File: src/verilog/axis_fan_out_pkg.sv
//////////////////////////////////////////////////
// shared widths and vector types for the fan-out
// routed beat struct, per-lane data and count buses
//////////////////////////////////////////////////

`default_nettype none

package axis_fan_out_pkg;

  //////////////////////////////////////////////////
  // widths

  // one stream word
  parameter int DATA_WIDTH  = 32;
  // output lanes, index 3 is the missing lane
  parameter int NUM_LANES   = 3;
  // lane field in the top bits of the word
  parameter int DEST_WIDTH  = 2;
  // statistics counters, wrapping
  parameter int COUNT_WIDTH = 16;

  //////////////////////////////////////////////////
  // vector types

  typedef logic [DATA_WIDTH-1:0]  data_t;
  typedef logic [DEST_WIDTH-1:0]  dest_t;
  typedef logic [NUM_LANES-1:0]   lane_mask_t;
  typedef logic [COUNT_WIDTH-1:0] count_t;

  // beat between decode and fan-out
  typedef struct packed {
    data_t data;
    dest_t dest;
  } axis_beat_t;

  // one entry per lane
  typedef data_t  [NUM_LANES-1:0] lane_data_t;
  typedef count_t [NUM_LANES-1:0] lane_count_t;

endpackage

`default_nettype wire

File: src/verilog/axis_dest_decode.sv
//////////////////////////////////////////////////
// destination decode stage
// one register slice, lane field from top bits,
// drop and strobe for beats aimed at lane 3
//////////////////////////////////////////////////

`timescale 1ns/100ps
`default_nettype none

module axis_dest_decode (
  input  logic                         axis_clk,
  input  logic                         rst_n,

  // stream in
  input  logic                         s_tvalid,
  output logic                         s_tready,
  input  axis_fan_out_pkg::data_t      s_tdata,

  // routed beat out
  output logic                         dec_valid,
  input  logic                         dec_ready,
  output axis_fan_out_pkg::axis_beat_t dec_beat,

  // one cycle per dropped beat
  output logic                         drop_pulse
);

  import axis_fan_out_pkg::*;

  // first lane index with no output behind it
  localparam dest_t DROP_DEST = dest_t'(NUM_LANES);

  dest_t in_dest;
  logic  in_drop;
  logic  in_fire;
  // set one cycle after reset releases
  logic  run_q;

  //////////////////////////////////////////////////
  // input side

  // lane index sits in the top bits
  assign in_dest = s_tdata[DATA_WIDTH-1 -: DEST_WIDTH];
  assign in_drop = (in_dest >= DROP_DEST);

  // accept into an empty slot or one being drained
  assign s_tready = run_q & (~dec_valid | dec_ready);
  assign in_fire  = s_tvalid & s_tready;

  always_ff @(posedge axis_clk) begin
    if (!rst_n) begin
      run_q <= 1'b0;
    end else begin
      run_q <= 1'b1;
    end
  end

  //////////////////////////////////////////////////
  // pipeline register

  always_ff @(posedge axis_clk) begin
    if (!rst_n) begin
      dec_valid  <= 1'b0;
      drop_pulse <= 1'b0;
    end else begin
      // dropped beat is consumed here, never stored
      drop_pulse <= in_fire & in_drop;
      if (in_fire && !in_drop) begin
        dec_valid <= 1'b1;
      end else if (dec_ready) begin
        dec_valid <= 1'b0;
      end
    end
  end

  // payload only loads on a kept beat
  always_ff @(posedge axis_clk) begin
    if (in_fire && !in_drop) begin
      dec_beat.data <= s_tdata;
      dec_beat.dest <= in_dest;
    end
  end

endmodule

`default_nettype wire

File: src/verilog/axis_fan_out_core.sv
//////////////////////////////////////////////////
// one-to-three stream router
// valid steered by dest, ready taken from the
// addressed lane, data broadcast to all lanes
//////////////////////////////////////////////////

`timescale 1ns/100ps
`default_nettype none

module axis_fan_out_core (
  // routed beat in
  input  logic                         dec_valid,
  output logic                         dec_ready,
  input  axis_fan_out_pkg::axis_beat_t dec_beat,

  // per-lane links to the FIFOs
  output axis_fan_out_pkg::lane_mask_t fan_valid,
  input  axis_fan_out_pkg::lane_mask_t fan_ready,
  output axis_fan_out_pkg::data_t      fan_data
);

  import axis_fan_out_pkg::*;

  //////////////////////////////////////////////////
  // valid and ready steering

  // purely combinational, zero latency
  always_comb begin
    fan_valid = '0;
    // unknown lane never accepts
    dec_ready = 1'b0;
    for (int n = 0; n < NUM_LANES; n++) begin
      if (dec_beat.dest == dest_t'(n)) begin
        // only the addressed lane sees valid
        fan_valid[n] = dec_valid;
        // upstream stalls on that lane alone
        dec_ready    = fan_ready[n];
      end
    end
  end

  //////////////////////////////////////////////////
  // data

  // same word on every lane, valid picks the taker
  assign fan_data = dec_beat.data;

endmodule

`default_nettype wire

File: src/verilog/axis_fifo_sync.sv
//////////////////////////////////////////////////
// single-clock stream FIFO
// circular memory with wrap-bit pointers and a
// registered output word, bypass when empty
//////////////////////////////////////////////////

`timescale 1ns/100ps
`default_nettype none

module axis_fifo_sync #(
  // power of two, at least 2
  parameter int FIFO_DEPTH = 8
) (
  input  logic                    axis_clk,
  input  logic                    rst_n,

  // write side
  input  logic                    in_valid,
  output logic                    in_ready,
  input  axis_fan_out_pkg::data_t in_data,

  // read side, registered
  output logic                    out_valid,
  input  logic                    out_ready,
  output axis_fan_out_pkg::data_t out_data
);

  import axis_fan_out_pkg::*;

  localparam int ADDR_W = $clog2(FIFO_DEPTH);

  // extra msb tells full from empty
  typedef logic [ADDR_W:0] ptr_t;

  data_t mem [FIFO_DEPTH];
  ptr_t  wr_ptr;
  ptr_t  rd_ptr;
  logic  mem_empty;
  logic  mem_full;
  logic  wr_fire;
  // output word free or leaving this cycle
  logic  out_load;
  logic  bypass;

  //////////////////////////////////////////////////
  // status

  assign mem_empty = (wr_ptr == rd_ptr);
  assign mem_full  = (wr_ptr[ADDR_W] != rd_ptr[ADDR_W]) &&
                     (wr_ptr[ADDR_W-1:0] == rd_ptr[ADDR_W-1:0]);

  // when full, a read frees a slot the same cycle
  assign in_ready = ~mem_full | out_ready;
  assign wr_fire  = in_valid & in_ready;
  assign out_load = ~out_valid | out_ready;
  // empty memory, new word goes straight to output
  assign bypass   = out_load & mem_empty;

  //////////////////////////////////////////////////
  // pointers and output valid

  always_ff @(posedge axis_clk) begin
    if (!rst_n) begin
      wr_ptr    <= '0;
      rd_ptr    <= '0;
      out_valid <= 1'b0;
    end else begin
      if (wr_fire && !bypass) begin
        wr_ptr <= wr_ptr + ptr_t'(1);
      end
      if (out_load) begin
        if (!mem_empty) begin
          // oldest stored word first
          rd_ptr    <= rd_ptr + ptr_t'(1);
          out_valid <= 1'b1;
        end else begin
          out_valid <= wr_fire;
        end
      end
    end
  end

  //////////////////////////////////////////////////
  // storage

  always_ff @(posedge axis_clk) begin
    if (wr_fire && !bypass) begin
      mem[wr_ptr[ADDR_W-1:0]] <= in_data;
    end
  end

  // output word, memory head or bypassed input
  always_ff @(posedge axis_clk) begin
    if (out_load) begin
      if (!mem_empty) begin
        out_data <= mem[rd_ptr[ADDR_W-1:0]];
      end else if (wr_fire) begin
        out_data <= in_data;
      end
    end
  end

endmodule

`default_nettype wire

File: src/verilog/axis_lane_stats.sv
//////////////////////////////////////////////////
// output statistics
// delivered beats per lane and dropped beats,
// 16-bit wrapping counters
//////////////////////////////////////////////////

`timescale 1ns/100ps
`default_nettype none

module axis_lane_stats (
  input  logic                          axis_clk,
  input  logic                          rst_n,

  // observed output handshakes
  input  axis_fan_out_pkg::lane_mask_t  m_tvalid,
  input  axis_fan_out_pkg::lane_mask_t  m_tready,

  // strobe from decode
  input  logic                          drop_pulse,

  output axis_fan_out_pkg::lane_count_t lane_count,
  output axis_fan_out_pkg::count_t      drop_count
);

  import axis_fan_out_pkg::*;

  // one bit per completed transfer this cycle
  lane_mask_t lane_fire;

  assign lane_fire = m_tvalid & m_tready;

  //////////////////////////////////////////////////
  // lane counters

  // count lands one cycle after the handshake
  always_ff @(posedge axis_clk) begin
    if (!rst_n) begin
      lane_count <= '0;
    end else begin
      for (int n = 0; n < NUM_LANES; n++) begin
        if (lane_fire[n]) begin
          lane_count[n] <= lane_count[n] + count_t'(1);
        end
      end
    end
  end

  //////////////////////////////////////////////////
  // drop counter

  always_ff @(posedge axis_clk) begin
    if (!rst_n) begin
      drop_count <= '0;
    end else if (drop_pulse) begin
      // wraps silently at 16 bits
      drop_count <= drop_count + count_t'(1);
    end
  end

endmodule

`default_nettype wire

File: src/verilog/axis_fan_out_top.sv
//////////////////////////////////////////////////
// fan-out subsystem top level
// decode, router, one FIFO per lane, statistics
//////////////////////////////////////////////////

`timescale 1ns/100ps
`default_nettype none

module axis_fan_out_top #(
  // words per lane FIFO, power of two
  parameter int FIFO_DEPTH = 8
) (
  input  logic                          axis_clk,
  input  logic                          rst_n,

  // stream in, lane in the top two bits
  input  logic                          s_tvalid,
  output logic                          s_tready,
  input  axis_fan_out_pkg::data_t       s_tdata,

  // three stream outputs
  output axis_fan_out_pkg::lane_mask_t  m_tvalid,
  input  axis_fan_out_pkg::lane_mask_t  m_tready,
  output axis_fan_out_pkg::lane_data_t  m_tdata,

  // statistics
  output axis_fan_out_pkg::lane_count_t lane_count,
  output axis_fan_out_pkg::count_t      drop_count
);

  import axis_fan_out_pkg::*;

  // decode to router
  logic       dec_valid;
  logic       dec_ready;
  axis_beat_t dec_beat;
  logic       drop_pulse;

  // router to lane FIFOs
  lane_mask_t fan_valid;
  lane_mask_t fan_ready;
  data_t      fan_data;

  //////////////////////////////////////////////////
  // producer and router

  axis_dest_decode u_decode (
    .axis_clk   (axis_clk),
    .rst_n      (rst_n),
    .s_tvalid   (s_tvalid),
    .s_tready   (s_tready),
    .s_tdata    (s_tdata),
    .dec_valid  (dec_valid),
    .dec_ready  (dec_ready),
    .dec_beat   (dec_beat),
    .drop_pulse (drop_pulse)
  );

  axis_fan_out_core u_core (
    .dec_valid (dec_valid),
    .dec_ready (dec_ready),
    .dec_beat  (dec_beat),
    .fan_valid (fan_valid),
    .fan_ready (fan_ready),
    .fan_data  (fan_data)
  );

  //////////////////////////////////////////////////
  // lane buffers

  // a stalled lane only blocks once its FIFO fills
  for (genvar n = 0; n < NUM_LANES; n++) begin : g_lane
    axis_fifo_sync #(
      .FIFO_DEPTH (FIFO_DEPTH)
    ) u_fifo (
      .axis_clk  (axis_clk),
      .rst_n     (rst_n),
      .in_valid  (fan_valid[n]),
      .in_ready  (fan_ready[n]),
      .in_data   (fan_data),
      .out_valid (m_tvalid[n]),
      .out_ready (m_tready[n]),
      .out_data  (m_tdata[n])
    );
  end

  // counts what actually leaves the outputs
  axis_lane_stats u_stats (
    .axis_clk   (axis_clk),
    .rst_n      (rst_n),
    .m_tvalid   (m_tvalid),
    .m_tready   (m_tready),
    .drop_pulse (drop_pulse),
    .lane_count (lane_count),
    .drop_count (drop_count)
  );

endmodule

`default_nettype wire

File: config.mk
export PLATFORM = sky130hd
export DESIGN_NAME = axis_fan_out_top
export DESIGN_NICKNAME = d
export VERILOG_FILES = /design/src/verilog/axis_fan_out_pkg.sv /design/src/verilog/axis_dest_decode.sv /design/src/verilog/axis_fan_out_core.sv /design/src/verilog/axis_fifo_sync.sv /design/src/verilog/axis_lane_stats.sv /design/src/verilog/axis_fan_out_top.sv
export SDC_FILE = /design/constraint.sdc
export NUM_CORES = 1
export LEC_CHECK = 0
export BUFFER_PORTS_ARGS = -buffer_cell sky130_fd_sc_hd__buf_2
export CORE_AREA = 2 2 397 399
export DETAILED_ROUTE_END_ITERATION = 12
export DIE_AREA = 0 0 399 401
export GPL_ROUTABILITY_DRIVEN = 0
export PLACE_DENSITY = 0.37
export SYNTH_ARGS = -nofsm -noshare
export SYNTH_HDL_FRONTEND = slang
export SYNTH_HIERARCHICAL = 1
export SYNTH_SLANG_ARGS = --single-unit
export TNS_END_PERCENT = 1
File: constraint.sdc
create_clock -name axis_clk -period 8.4 [get_ports axis_clk]
set_clock_uncertainty 0.1 [all_clocks]
set_input_delay 1.26 -clock axis_clk [delete_from_list [all_inputs] [get_ports axis_clk]]
set_output_delay 1.26 -clock axis_clk [all_outputs]
set_load 0.03 [all_outputs]
==> impl_metrics.yaml <==
setup_path:
  crit_start: "g_lane[2].u_fifo/wr_ptr[1]"
  critical_path_class: "reg2out"
  cp_data_required_time_ns: 7.04
  reg2reg_slack_ns: 4.70
  arrival_ns: 2.88
  reg2reg_to: "g_lane[0].u_fifo/mem[1][21]"
  cp-end-kind: "output pin"
  r2r_cells: 4
  crit-reg2reg-launch: "g_lane[0].u_fifo/out_valid"
  worstSetupStartpointType: "flip-flop"
  cp_max_fo: 11
grt:
  grt_overflow: 0
  grt_max_degree: 71
  grt_first_pass_wirelength_um: 149000
  antenna_found_initial: 15
  grt_pass1_vias: 20500
  grtUsageTotal_pct: 13.0
yosys:
  synth_fp_nets: 2114
  synth_adder_area_share_pct: 0.324
  synthSimpleGateAreaFrac_pct: 4.86
  yosys.area.top_type: "edfxtp_1"
  synth_top_cell_area_share_pct: 69.6
  muxShareOfSynthArea_pct: 14.3
  synth_top_cells_by_area: "edfxtp_1 (70%), mux4_2 (11%), dfxtp_1 (5.3%)"
  synth.top_cells.by_count: "edfxtp_1 (896), mux4_2 (192), nand2_1 (154)"
  synth_cell_types: 49
  synth_most_common_cell: "edfxtp_1"
  synth-warning-count: 6
  synth_cells: 2066
  synth_compound_area_share_pct: 2.14
  ys_ff_latch: 999
  syn_area_per_cell_um2: 18.7
  synth-async-reset-ratio_pct: 0
  ys_seq_area_share_pct: 75.0
  netlist_area_mm2: 0.0386
  synth_top_family_by_area: "multiplexers"
  synth-edff-count: 896
  synth_flop_cell: "edfxtp_1"
  synthXorXnorAreaFrac_pct: 1.29
clocking:
  htreeDepth: 3
  cts.repair.resized: 0
  clkLatencyLatePin_ns: 0.73
  cts_sinks: 999
  cts_setup_buffers: 0
  clock_path_buffers: 3
  cts_buffers: 116
  cts_tree: "done"
  cts_hold_buf: 0
  path_clk_slew_ns: 0.06
  ctsRootBufferMaster: "clkbuf_16"
die:
  core_area_mm2: 0.156
  initial_core_util_pct: 24.8
  die-area_mm2: 0.160
  io_pins: 202
  die_y_um: 401
  die_x_um: 399
  rows: 145
timing:
  finalSetupViolations: 0
  grt_setup_unrepaired: "no"
  fin_crit_ns: 4.24
  relSlewSlack_pct: 13.9
  max_slew.worst_pin.slew_ns: 1.29
  period_share_pct: 50.4
  hold_viol_final: 0
  tns_ns: 0
  worst_slack_ns: 4.16
  slew_viol_final: 0
  clock.fmax_mhz: 236
detailed_routing:
  wirelength_um: 105000
  wire_per_inst_um: 23.3
  num_vias: 19500
  route.detailed.drc: 0
  drtIter0Drc: 1419
  drtAntennaViolNets: 0
  firstDrtPassIters: 6
  routed_via_density: 4.34
place:
  pre_cts_ws_ns: 3.68
  dp_hpwl_um: 59900
  port_buffers: 201
run_status:
  outcome: "finished clean"
finish:
  area_growth_pct: 19.0
  drive_above_1_share_pct: 28.2
  utilization_pct: 29.5
  nets: 2369
power_and_ir_drop:
  p_per_area_mw_per_mm2: 248
  p_leak_nw: 14.4
  ir_drop_mv: 0.169
worst_hold_path:
  hold_start: "u_decode/run_q"
  min_to: "u_decode/drop_pulse"
  hold_depth: 2
  hp-class: "reg2reg"
job:
  cap_viol_max_count: 0
-- worst max-delay path by stage --
stage                                        to  depth (start not counted)  slack [ns]
floorplan            g_lane[2].u_fifo/mem[4][0]                          6        2.70
global placement    g_lane[2].u_fifo/mem[6][28]                          6        3.89
detailed placement  g_lane[2].u_fifo/mem[6][25]                          6        3.68
CTS                                    s_tready                          9        4.03
global route                           s_tready                          9        3.88
finish                                 s_tready                          9        4.16
-- routing by layer --
| layer | wire length, um | global-route usage [%] | vias up |
|---|---|---|---|
| li1 | - | - | 8687 |
| met1 | 48600 | 18.3 | 10200 |
| met2 | 47600 | 20.1 | 477 |
| met3 | 6220 | 2.97 | 144 |
| met4 | 2100 | 3.20 | 8 |
| met5 | 43 | 0 | - |
-- power by group --
group          switching, mW  total (mW)  internal, mW  leakage (nW)
registers             0.0816        5.60          5.51          8.90
logic                  0.592       0.912         0.320          3.68
clock network           2.05        4.91          2.86          1.82
-- layout by cell type (no fill, tap or decap), types with 7 or more instances in the layout --
cell	n
ha_1	10
clkinv_1	25
mux2i_1	118
xnor2_1	33
clkbuf_16	120
and4_1	7
nor3_2	8
mux4_2	192
or3_1	20
nor2_1	61
o21ai_0	114
bufinv_16	7
nand2b_1	17
diode_2	11
nor3_1	9
clkbuf_1	26
nand3_1	26
dfxtp_1	94
nand2_1	154
a21oi_1	31
inv_1	15
buf_4	71
xor2_1	24
clkinv_2	22
nand4_1	19
edfxtp_1	896
and3_1	8
buf_2	201
-- worst max-delay path, stage by stage (launching register included) --
cell	delay, ns
dfxtp_1	0.74
xnor2_1	0.20
and3_1	0.37
nand2_1	0.16
nand3b_1	0.11
o21ai_1	0.07
nand2b_4	0.17
nand2_2	0.10
inv_1	0.06
buf_2	0.18
-- area by class of cell --
| type | instances | area [um^2] |
|---|---|---|
| clock inverter | 65 | 572 |
| antenna | 11 | 27.5 |
| inverter | 16 | 60.1 |
| tap | 2058 | 2570 |
| fill | 15300 | 110000 |
| timing repair buffer | 272 | 1540 |
| sequential | 999 | 29000 |
| multi-input combinational | 916 | 9050 |
| clock buffer | 150 | 3160 |
-- cell families (layout without fill, tap and decap cells) --
kind of cell | after synthesis | count (layout)
XOR/XNOR | 57 | 57
flip-flops | 999 | 999
other | 0 | 11
adder cells (fa/ha/maj) | 10 | 10
AO/OA/AOI/OAI | 159 | 159
multiplexers | 310 | 310
buffers and inverters | 151 | 503
AND/OR/NAND/NOR | 380 | 380
-- metrics by stage --
step	hold WS [ns]	instance area, um^2	instances	total power [mW]
floorplan	0.342	38600	2066	6.32
detailed placement	0.369	42200	4261	6.65
global placement	0.365	42200	4261	6.64
finish	0.377	46000	4487	11.4
global route	0.394	45900	4477	11.9
CTS	0.381	45900	4476	11.7
-- sequential cells by signal, indices dropped and copies added, names as in the netlist, named ones only --
signal                   count
g_lane.u_fifo/mem          768
g_lane.u_fifo/out_data      96
u_stats/lane_count          48
u_decode/dec_beat           32
u_stats/drop_count          16
g_lane.u_fifo/rd_ptr        12
g_lane.u_fifo/wr_ptr        12
g_lane.u_fifo/out_valid      3
u_decode/dec_valid           1
u_decode/drop_pulse          1
u_decode/run_q               1
(Power assumes the default switching activity.)
